File: src/hdl/ooo_pkg.sv
/* shared types and constants for the out-of-order core
   imported by every RTL block and by the testbench */
`default_nettype none

package ooo_pkg;

    localparam int NUM_RS      = 4;  // entries 1..NUM_RS, tag 0 is "no producer"
    localparam int NUM_REGS    = 8;
    localparam int MULT_STAGES = 3;

    typedef logic [15:0] data_t;
    typedef logic [2:0]  reg_idx_t;
    typedef logic [2:0]  tag_t;

    typedef enum logic [2:0] {
        OP_LI,
        OP_ADD,
        OP_SUB,
        OP_XOR,
        OP_MUL   // low 16 bits of the product
    } op_e;

    typedef enum logic {
        FU_ALU,
        FU_MULT
    } fu_class_e;

    typedef struct packed {
        op_e      op;
        reg_idx_t dest;
        reg_idx_t src_a;
        reg_idx_t src_b;
        data_t    imm;     // only OP_LI reads this
    } dispatch_t;

    typedef struct packed {
        logic  ready;
        tag_t  tag;        // producer while not ready
        data_t value;
    } operand_t;

    typedef struct packed {
        op_e      op;
        operand_t a;
        operand_t b;
        reg_idx_t dest;
    } rs_entry_in_t;

    // dest rides along so the units can fill in the CDB dest field
    typedef struct packed {
        logic     valid;
        op_e      op;
        tag_t     tag;
        data_t    value_a;
        data_t    value_b;
        reg_idx_t dest;
    } issue_t;

    typedef struct packed {
        logic     valid;
        tag_t     tag;
        reg_idx_t dest;
        data_t    value;
    } cdb_t;

    function automatic fu_class_e op_class(op_e op);
        return (op == OP_MUL) ? FU_MULT : FU_ALU;
    endfunction

    // lower half of the station serves the ALU, upper half the multiplier
    function automatic fu_class_e entry_class(int unsigned idx);
        return (idx <= NUM_RS / 2) ? FU_ALU : FU_MULT;
    endfunction

endpackage

`default_nettype wire

File: src/hdl/rename_stage.sv
/* register file and map table; renames each dispatched instruction into
   a station entry and retires results from the CDB into the registers */
`default_nettype none

module rename_stage (
    input  logic                  clock,
    input  logic                  reset,
    input  logic                  dispatch_valid,
    input  ooo_pkg::dispatch_t    dispatch_instr,
    input  ooo_pkg::tag_t         alloc_tag,
    input  ooo_pkg::cdb_t         cdb,
    input  ooo_pkg::reg_idx_t     read_index,
    output ooo_pkg::rs_entry_in_t rs_entry,
    output ooo_pkg::data_t        read_value
);
    import ooo_pkg::*;

    data_t regs    [NUM_REGS];
    tag_t  map_tag [NUM_REGS];   // 0 when the register holds its latest value

    // value from the register, from the bus this cycle, or wait on a tag
    function automatic operand_t lookup(tag_t producer, data_t reg_value, cdb_t bus);
        operand_t opnd;
        if (producer == '0) begin
            opnd = '{ready: 1'b1, tag: '0, value: reg_value};
        end else if (bus.valid && bus.tag == producer) begin
            opnd = '{ready: 1'b1, tag: '0, value: bus.value};
        end else begin
            opnd = '{ready: 1'b0, tag: producer, value: '0};
        end
        return opnd;
    endfunction

    always_comb begin
        rs_entry.op   = dispatch_instr.op;
        rs_entry.dest = dispatch_instr.dest;
        if (dispatch_instr.op == OP_LI) begin
            rs_entry.a = '{ready: 1'b1, tag: '0, value: dispatch_instr.imm};
            rs_entry.b = '{ready: 1'b1, tag: '0, value: '0};  // unused
        end else begin
            rs_entry.a = lookup(map_tag[dispatch_instr.src_a],
                                regs[dispatch_instr.src_a], cdb);
            rs_entry.b = lookup(map_tag[dispatch_instr.src_b],
                                regs[dispatch_instr.src_b], cdb);
        end
    end

    assign read_value = regs[read_index];

    always_ff @(posedge clock or posedge reset) begin
        if (reset) begin
            for (int i = 0; i < NUM_REGS; i++) begin
                regs[i]    <= '0;
                map_tag[i] <= '0;
            end
        end else begin
            // a stale producer is dropped, only the newest writer lands
            if (cdb.valid && map_tag[cdb.dest] == cdb.tag) begin
                regs[cdb.dest]    <= cdb.value;
                map_tag[cdb.dest] <= '0;
            end
            // a remap in the same cycle wins over the clear above
            if (dispatch_valid) begin
                map_tag[dispatch_instr.dest] <= alloc_tag;
            end
        end
    end

endmodule

`default_nettype wire

File: src/hdl/reservation_station.sv
/* four-entry reservation station with fixed unit classes; allocates on
   dispatch, wakes operands from the CDB and picks one issue per class */
`default_nettype none

module reservation_station (
    input  logic                  clock,
    input  logic                  reset,
    input  logic                  dispatch_valid,
    input  ooo_pkg::rs_entry_in_t rs_entry,
    input  ooo_pkg::cdb_t         cdb,
    input  logic                  alu_hold,
    output ooo_pkg::tag_t         alloc_tag,
    output logic                  alu_avail,
    output logic                  mult_avail,
    output ooo_pkg::issue_t       alu_issue,
    output ooo_pkg::issue_t       mult_issue
);
    import ooo_pkg::*;

    logic [NUM_RS:1] busy;
    logic [NUM_RS:1] issued;     // sent to a unit, waiting for broadcast
    logic [NUM_RS:1] ready;
    rs_entry_in_t    entry [1:NUM_RS];

    function automatic issue_t issue_packet(rs_entry_in_t e, tag_t tag);
        issue_t pkt;
        pkt.valid   = 1'b1;
        pkt.op      = e.op;
        pkt.tag     = tag;
        pkt.value_a = e.a.value;
        pkt.value_b = e.b.value;
        pkt.dest    = e.dest;
        return pkt;
    endfunction

    // scan downwards so the lowest free entry of the class is left in alloc_tag
    always_comb begin
        alloc_tag  = '0;
        alu_avail  = 1'b0;
        mult_avail = 1'b0;
        for (int i = NUM_RS; i >= 1; i--) begin
            if (!busy[i]) begin
                if (entry_class(i) == FU_ALU) begin
                    alu_avail = 1'b1;
                end else begin
                    mult_avail = 1'b1;
                end
                if (entry_class(i) == op_class(rs_entry.op)) begin
                    alloc_tag = tag_t'(i);
                end
            end
        end
    end

    always_comb begin
        for (int i = 1; i <= NUM_RS; i++) begin
            ready[i] = busy[i] && !issued[i] && entry[i].a.ready && entry[i].b.ready;
        end
    end

    // lowest ready entry per class
    always_comb begin
        alu_issue  = '0;
        mult_issue = '0;
        for (int i = NUM_RS; i >= 1; i--) begin
            if (ready[i]) begin
                if (entry_class(i) == FU_ALU) begin
                    alu_issue = issue_packet(entry[i], tag_t'(i));
                end else begin
                    mult_issue = issue_packet(entry[i], tag_t'(i));
                end
            end
        end
        alu_issue.valid = alu_issue.valid && !alu_hold;  // multiplier owns next CDB slot
    end

    always_ff @(posedge clock or posedge reset) begin
        if (reset) begin
            busy   <= '0;
            issued <= '0;
        end else begin
            for (int i = 1; i <= NUM_RS; i++) begin
                if (dispatch_valid && alloc_tag == tag_t'(i)) begin
                    busy[i]   <= 1'b1;
                    issued[i] <= 1'b0;
                end else begin
                    if (cdb.valid && cdb.tag == tag_t'(i)) begin
                        busy[i] <= 1'b0;  // freed at end of its broadcast
                    end
                    if ((alu_issue.valid && alu_issue.tag == tag_t'(i)) ||
                        (mult_issue.valid && mult_issue.tag == tag_t'(i))) begin
                        issued[i] <= 1'b1;
                    end
                end
            end
        end
    end

    // operand payload and wakeup
    always_ff @(posedge clock) begin
        for (int i = 1; i <= NUM_RS; i++) begin
            if (dispatch_valid && alloc_tag == tag_t'(i)) begin
                entry[i] <= rs_entry;
            end else if (cdb.valid && busy[i]) begin
                if (!entry[i].a.ready && entry[i].a.tag == cdb.tag) begin
                    entry[i].a <= '{ready: 1'b1, tag: '0, value: cdb.value};
                end
                if (!entry[i].b.ready && entry[i].b.tag == cdb.tag) begin
                    entry[i].b <= '{ready: 1'b1, tag: '0, value: cdb.value};
                end
            end
        end
    end

    // the source must check the availability flags before dispatching
    a_no_full_dispatch: assert property (@(posedge clock) disable iff (reset)
        dispatch_valid |-> alloc_tag != '0)
        else $error("dispatch into a full class, op %s", rs_entry.op.name());

    // every broadcast comes back to an entry that was issued and still waits
    a_cdb_owner: assert property (@(posedge clock) disable iff (reset)
        cdb.valid |-> (cdb.tag inside {[1:NUM_RS]}) && busy[cdb.tag] && issued[cdb.tag])
        else $error("CDB tag %0d has no issued entry", cdb.tag);

    // product in the second multiplier stage, so no ALU issue this cycle
    a_alu_hold: assert property (@(posedge clock) disable iff (reset)
        $past(mult_issue.valid, MULT_STAGES - 1) |-> !alu_issue.valid)
        else $error("ALU issue during hold");

endmodule

`default_nettype wire

File: src/hdl/exec_units.sv
/* one-cycle ALU and pipelined multiplier sharing the CDB; the multiplier
   wins the bus and asks the station to hold ALU issue one cycle ahead */
`default_nettype none

module exec_units (
    input  logic            clock,
    input  logic            reset,
    input  ooo_pkg::issue_t alu_issue,
    input  ooo_pkg::issue_t mult_issue,
    output ooo_pkg::cdb_t   cdb,
    output logic            alu_hold
);
    import ooo_pkg::*;

    logic     alu_valid;
    tag_t     alu_tag;
    data_t    alu_result;
    data_t    alu_next;

    logic [MULT_STAGES:1] mult_valid;
    tag_t     mult_tag  [1:MULT_STAGES];
    data_t    pp_lo;                       // a * b[7:0]
    data_t    pp_hi;                       // a * b[15:8], shifted later
    data_t    mult_prod [2:MULT_STAGES];
    reg_idx_t dest_table [1:NUM_RS];       // written at issue, read at broadcast

    always_comb begin
        case (alu_issue.op)
            OP_LI:   alu_next = alu_issue.value_a;
            OP_ADD:  alu_next = alu_issue.value_a + alu_issue.value_b;
            OP_SUB:  alu_next = alu_issue.value_a - alu_issue.value_b;
            OP_XOR:  alu_next = alu_issue.value_a ^ alu_issue.value_b;
            default: alu_next = alu_issue.value_a;
        endcase
    end

    always_ff @(posedge clock or posedge reset) begin
        if (reset) begin
            alu_valid  <= 1'b0;
            mult_valid <= '0;
        end else begin
            alu_valid  <= alu_issue.valid;
            mult_valid <= {mult_valid[MULT_STAGES-1:1], mult_issue.valid};
        end
    end

    always_ff @(posedge clock) begin
        alu_tag    <= alu_issue.tag;
        alu_result <= alu_next;

        mult_tag[1] <= mult_issue.tag;
        pp_lo       <= mult_issue.value_a * mult_issue.value_b[7:0];
        pp_hi       <= mult_issue.value_a * mult_issue.value_b[15:8];
        for (int s = 2; s <= MULT_STAGES; s++) begin
            mult_tag[s] <= mult_tag[s-1];
        end
        mult_prod[2] <= pp_lo + (pp_hi << 8);
        for (int s = 3; s <= MULT_STAGES; s++) begin
            mult_prod[s] <= mult_prod[s-1];
        end

        if (alu_issue.valid) begin
            dest_table[alu_issue.tag] <= alu_issue.dest;
        end
        if (mult_issue.valid) begin
            dest_table[mult_issue.tag] <= mult_issue.dest;
        end
    end

    // multiplier output first, otherwise the ALU register
    always_comb begin
        if (mult_valid[MULT_STAGES]) begin
            cdb.valid = 1'b1;
            cdb.tag   = mult_tag[MULT_STAGES];
            cdb.value = mult_prod[MULT_STAGES];
        end else begin
            cdb.valid = alu_valid;
            cdb.tag   = alu_tag;
            cdb.value = alu_result;
        end
        cdb.dest = dest_table[cdb.tag];
    end

    assign alu_hold = mult_valid[MULT_STAGES-1];  // product reaches the bus next cycle

    // relies on the station honouring alu_hold a cycle earlier
    a_no_cdb_collision: assert property (@(posedge clock) disable iff (reset)
        !(alu_valid && mult_valid[MULT_STAGES]))
        else $error("ALU and multiplier results collide on the CDB");

endmodule

`default_nettype wire

File: src/hdl/ooo_core.sv
/* top of the out-of-order core: rename stage, reservation station and
   execution units joined by the dispatch path and the CDB */
`default_nettype none

module ooo_core (
    input  logic               clock,
    input  logic               reset,
    input  logic               dispatch_valid,
    input  ooo_pkg::dispatch_t dispatch_instr,
    input  ooo_pkg::reg_idx_t  read_index,
    output logic               alu_avail,
    output logic               mult_avail,
    output ooo_pkg::cdb_t      cdb,
    output ooo_pkg::data_t     read_value
);
    import ooo_pkg::*;

    rs_entry_in_t rs_entry;
    tag_t         alloc_tag;
    issue_t       alu_issue;
    issue_t       mult_issue;
    logic         alu_hold;

    rename_stage u_rename (
        .clock          (clock),
        .reset          (reset),
        .dispatch_valid (dispatch_valid),
        .dispatch_instr (dispatch_instr),
        .alloc_tag      (alloc_tag),
        .cdb            (cdb),
        .read_index     (read_index),
        .rs_entry       (rs_entry),
        .read_value     (read_value)
    );

    reservation_station u_rs (
        .clock          (clock),
        .reset          (reset),
        .dispatch_valid (dispatch_valid),
        .rs_entry       (rs_entry),
        .cdb            (cdb),
        .alu_hold       (alu_hold),
        .alloc_tag      (alloc_tag),
        .alu_avail      (alu_avail),
        .mult_avail     (mult_avail),
        .alu_issue      (alu_issue),
        .mult_issue     (mult_issue)
    );

    exec_units u_exec (
        .clock      (clock),
        .reset      (reset),
        .alu_issue  (alu_issue),
        .mult_issue (mult_issue),
        .cdb        (cdb),
        .alu_hold   (alu_hold)
    );

endmodule

`default_nettype wire

File: config.mk
export PLATFORM = sky130hd
export DESIGN_NAME = ooo_core
export DESIGN_NICKNAME = d
export VERILOG_FILES = /design/src/hdl/ooo_pkg.sv /design/src/hdl/rename_stage.sv /design/src/hdl/reservation_station.sv /design/src/hdl/exec_units.sv /design/src/hdl/ooo_core.sv
export SDC_FILE = /design/constraint.sdc
export NUM_CORES = 1
export LEC_CHECK = 0
export BUFFER_PORTS_ARGS = -buffer_cell sky130_fd_sc_hd__buf_2
export CORE_UTILIZATION = 35
export DETAILED_ROUTE_END_ITERATION = 8
export PLACE_DENSITY = 0.56
export SETUP_SLACK_MARGIN = 0.15
export SLEW_MARGIN = 20
export SYNTH_ARGS = -nofsm -noshare
export SYNTH_HDL_FRONTEND = slang
export SYNTH_SLANG_ARGS = --single-unit
File: constraint.sdc
create_clock -name clock -period 16.14 [get_ports clock]
set_input_delay 4.842 -clock clock [delete_from_list [all_inputs] [get_ports clock]]
set_output_delay 4.842 -clock clock [all_outputs]
set_load 0.05 [all_outputs]
## Word level (Yosys, flattened, before mapping)

Memory sizes are Yosys's and may differ from the RTL's.
Cells that the tools add are included.

- Input bits: 34
- Memories: 4
- Logic and storage cells: 288
- Output and inout port bits: 41
- Flip-flop bits (word level): 207
- Memory bits (writable): 237

Memory list:

| memory | words | bits a word | read ports | clocked after memory_dff | write ports | line | source |
|---|---|---|---|---|---|---|---|
| u_rs.entry | 4 | 46 | 4 | 0 | 4 | reservation_station.sv:23 | `rs_entry_in_t entry [1:NUM_RS];` |
| u_exec.mult_prod | 2 | 16 | 2 | 0 | 2 | exec_units.sv:24 | `data_t mult_prod [2:MULT_STAGES];` |
| u_exec.dest_table | 4 | 3 | 1 | 0 | 2 | exec_units.sv:25 | `reg_idx_t dest_table [1:NUM_RS];` |
| u_exec.mult_tag | 3 | 3 | 3 | 0 | 3 | exec_units.sv:21 | `tag_t mult_tag [1:MULT_STAGES];` |

- Magnitude comparators: 7
- Add/subtract/negate cells: 3
- Mux-type cells: 121
- Bitwise operators: 16
- Eq/ne operators: 31
- $mul: 2
- Reduce and logical (&&, ||, !) cells: 74

Operators with widths:

| cell | count |
|---|---|
| $mux 20 | 12 |
| $mux 42 | 4 |
| $bmux 16 s3 | 3 |
| $bwmux 128 | 1 |
| $mux 16 | 8 |
| $mux 1 | 65 |
| $demux 16 s3 | 1 |
| $mux 24 | 2 |
| $mux 3 | 16 |
| $pmux 16 s3 | 1 |
| $logic_and 1x1->1 | 46 |
| $mux 40 | 1 |
| $eq 3x3->1 | 11 |
| $add 16x16->16 | 2 |
| $eq 3x2->1 const B | 10 |
| $bmux 3 s3 | 3 |
| $and 24x24->24 | 1 |
| $bwmux 24 | 1 |
| $not 24->24 | 1 |
| $ge 4x4->1 const B | 5 |
| $not 3->4 | 5 |
| $demux 3 s3 | 2 |
| $mul 16x8->16 | 1 |
| $mul 16x8->8 | 1 |
| 11 further kinds | 51 |

## Depth between registers and ports, before layout

- Depth in word-level cells: 15
- Depth in mapped cells: 26
- Gate-level depth less buffers: 21

## Hierarchy

Synthesis repeated with hierarchy kept, for this count alone.

- Cell total of the unflattened synthesis: 2166
- Area total of the unflattened synthesis: 27091.0 um^2

Modules (own cells, without submodules):

| module | sequential area each (um^2) | area an instance (um^2) | cells an instance | instances |
|---|---|---|---|---|
| rename_stage | 3803.6 | 10054.6 | 753 | 1 |
| reservation_station | 5725.5 | 9029.9 | 568 | 1 |
| exec_units | 2142.1 | 8006.4 | 845 | 1 |

## Least setup slack after synthesis

OpenSTA, ideal clock, no wires.

- Path kind: input -> output
- Start point: in read_index[1]
- End point: out read_value[10]
- Path buffers: 3
- Stages on the path: 5
- Setup slack: 4.685 ns
- Arrival time: 6.613 ns
- Data required time: 11.298 ns
- Cells stage by stage: clkbuf_1 clkbuf_1 clkbuf_1 mux4_2 mux2_2

- Word-level cells in the longest chain between the ends: 4

RTL lines:

| what | line | source |
|---|---|---|
| start: declaration | ooo_core.sv:10 | `input ooo_pkg::reg_idx_t read_index,` |
| $not 3->4 (not written as such) | rename_stage.sv:48 | `assign read_value = regs[read_index];` |
| $bmux 16 s3 | rename_stage.sv:48 |  |
| $mux 16 (not written as such) (2 in a row) | rename_stage.sv:48 |  |
| end: declaration | ooo_core.sv:14 | `output ooo_pkg::data_t read_value` |

Every way passes these cells. The select of a mux whose other input is x is not followed.

## Final worst setup path

- Start point: in read_index[1]
- End point: out read_value[6]

The elaborated chain is that of the path after synthesis.

==> metrics.txt <==
status complete, but fails checks; failing checks DRC; ys async rst share 37.8%; Pre-antenna DRT Iters 7; initial antenna violation count 0; synth warn 0; CP max FO 32; global-route wire length before repair 110 mm; top post-synthesis cells by area edfxtp_1 22%, dfrtp_1 16%, mux4_2 9.4%; Placer Congestion 0.812; crit path DAT 6.69 ns; RSZ-0062 raised after global routing no; largest net degree at the start of global routing 73; filler cell count in the final layout 7053; top routing layer in use met4; Max Cap Viol 0; Max Fclk 86.7 MHz; #FFs+latches synth 434; cell row count 99; clk root buf clkbuf_16; total number of vias 18156; GRT overflow 0; crit end category output port; DR DRC count 1; Mapped Nets 2459; Worst Skew 0.0229 ns; post-layout net count 2488; Avg WL per Cell 21.6 µm; crit-path cells buf_2 -> mux4_2 -> mux2_2 -> buf_2; most frequent CP cell buf_2; Mapped Area 0.0261 mm²; WS Path Type primary input to output port; worst min-delay path class flip-flop to flip-flop; All-Layer GR Usage 19.1%; Final Setup Violations 0; Post-DP HPWL 49.9 mm; final WL 71.5 mm; fin util 39.7%; worst vdd ir 0.0853 mV; die height 275 µm; final worst-path cycle share 71.5%; via-per-instance ratio 5.48; CTS tree done; Clock transition at path regs 0.05 ns; worst-case clock buffer depth 3; Final Hold Viols 0; hold_buf cts 0; relative slew slack 21.6%; slowest CP cell buf_2; share of cells above drive strength 1 22.7%; Yosys cell types 83; max incr delay on CP 0.70 ns; CTS Buf Count 49; required time of the critical path 11.30 ns; Initial Util 35.5%; Final min period 11.53 ns; cell accounting for the most synthesized area edfxtp_1; accumulated negative setup slack 0 ns; Avg Synthesized Cell Area 11.4 µm²; vias in the first global route 18292; Yosys top cell area share 21.9%; Post CTS Setup Buffer Count 0; die area 0.0755 mm²; Mapped Cells 2288; Area Growth Syn to Fin 11.7%; max-slew violation count 0; number of synthesized flops with an enable pin 190; # resized after CTS 0; met2 wire len 35.4 mm; Seq/Total Area, Yosys 43.8%; Synth Flop Type edfxtp_1; clk_lat worst skew 0.60 ns; DRT met1 WL 30.8 mm; crit start category primary input; H-Tree Depth 2; Detailed Route Iter0 Violations 1507; P_leak 11.9 nW; die width 275 µm; Post-Layout Inst Area 0.0291 mm²; Pwr Density 111 mW/mm²; Port Buf Inserts 74; area of placed instances 0.0274 mm²; # IOs 75; WL met3 3.58 mm; antenna cells 0; worst slew pin tran 1.17 ns; Clock Sinks 434; Core ar. 0.0733 mm²; Final ANT Viol Nets 0
==> metrics by stage <==
step | setup WS (ns) | hold WS, ns | total power, mW | cells
2_1_floorplan | 4.69 | 0.310 | 1.89 | 2288
3_3_place_gp | 4.64 | 0.311 | 2.08 | 3225
3_5_place_dp | 4.58 | 0.312 | 2.10 | 3225
4_1_cts | 4.58 | 0.325 | 3.26 | 3316
5_1_grt | 4.55 | 0.329 | 3.38 | 3316
6_report | 4.61 | 0.325 | 3.24 | 3316
==> area by class of cell <==
type,count,area (µm²),area share [%]
repair buffers,124,746,2.56
clock inverters,23,277,0.950
well taps,959,1200,4.12
multi-input cells,1570,13500,46.6
inverters,138,526,1.81
clock buffers,68,1390,4.78
flip-flops and latches,434,11400,39.2
==> power breakdown <==
| part | leakage (nW) | switching, mW | internal (mW) |
|---|---|---|---|
| clock | 0.820 | 0.470 | 0.687 |
| sequential | 4.69 | 0.0507 | 1.23 |
| combinational | 6.35 | 0.508 | 0.294 |
| total | 11.9 | 1.03 | 2.21 |
==> cells in the final DEF (no fill, tap or decap), drive strengths merged, types with 6 or more instances in the layout <==
| master | instances |
|---|---|
| o221ai | 22 |
| ha | 63 |
| nand3 | 23 |
| nor2 | 178 |
| nor3 | 16 |
| inv | 144 |
| dfrtp | 164 |
| clkbuf | 68 |
| edfxtp | 190 |
| and3 | 6 |
| fa | 74 |
| a21oi | 32 |
| o22ai | 39 |
| nand2b | 18 |
| buf | 124 |
| nor2b | 10 |
| dfxtp | 80 |
| nor4 | 8 |
| clkinv | 11 |
| or2 | 23 |
| a31o | 7 |
| a21o | 11 |
| mux4 | 109 |
| nand4b | 6 |
| mux2i | 50 |
| a22oi | 49 |
| a22o | 32 |
| xnor2 | 70 |
| o21ai | 168 |
| xor2 | 34 |
| nand2 | 270 |
| mux2 | 170 |
==> synthesized netlist by cell type, drive strengths merged (6+ instances only) <==
master  instances
a21o           11
a21oi          32
a22o           32
a22oi          49
a31o            7
and3            6
buf            40
clkbuf        106
dfrtp         164
dfxtp          80
edfxtp        190
fa             74
ha             63
inv           138
mux2          170
mux2i          50
mux4          109
nand2         270
nand2b         18
nand3          23
nand4b          6
nor2          178
nor2b          10
nor3           16
nor4            8
o21ai         168
o221ai         22
o22ai          39
or2            23
xnor2          70
xor2           34
==> metal layers <==
layer	vias up	GRT usage (%)
met5	-	0
met1	9175	25.2
met2	570	32.7
met3	113	2.45
met4	0	5.61
li1	8298	-
==> sequential cells by signal, indices dropped and copies added (netlist names), 3 cells and up <==
signal,cells
u_exec.alu_result,16
u_exec.dest_table,12
u_exec.mult_prod,32
u_exec.mult_tag,6
u_exec.mult_valid,3
u_exec.pp_hi,8
u_exec.pp_lo,16
u_rename.map_tag,24
u_rename.regs,128
u_rs.busy,4
u_rs.entry,178
u_rs.issued,4
==> worst max-delay path: cells and delay by family <==
family	cells	cell delay [ns]
mux	2	0.92
buf+inv	2	0.92
==> kinds of logic (layout without fill, tap and decap cells) <==
group,after synthesis,in the layout,share of synthesized area [%]
DFF,434,434,43.8
muxes,329,329,19.0
xor gates and xnor gates,104,104,3.55
AOI/OAI and AO/OA,412,412,10.3
buffers and inverters,284,353,4.47
and+or+nand+nor,588,588,10.2
adders and majority gates,137,137,8.71
==> path summary, 6_finish.rpt <==
| check | end | startpoint | depth (start not counted) | slack [ns] |
|---|---|---|---|---|
| max | read_value[6] | read_index[1] | 4 | 4.61 |
| min | u_exec.mult_prod[1][21] | u_exec.mult_prod[1][5] | 0 | 0.32 |
| max reg2reg | u_exec.pp_lo[15] | u_rs.entry[0][180] | 21 | 9.69 |
| min reg2reg | u_exec.mult_prod[1][21] | u_exec.mult_prod[1][5] | 0 | 0.32 |
| max in group asynchronous | u_rename.regs[1] | reset | 3 | 10.72 |
| min in group asynchronous | u_rename.regs[41] | reset | 2 | 4.20 |
Note: power is estimated with default switching activity, not from simulation.
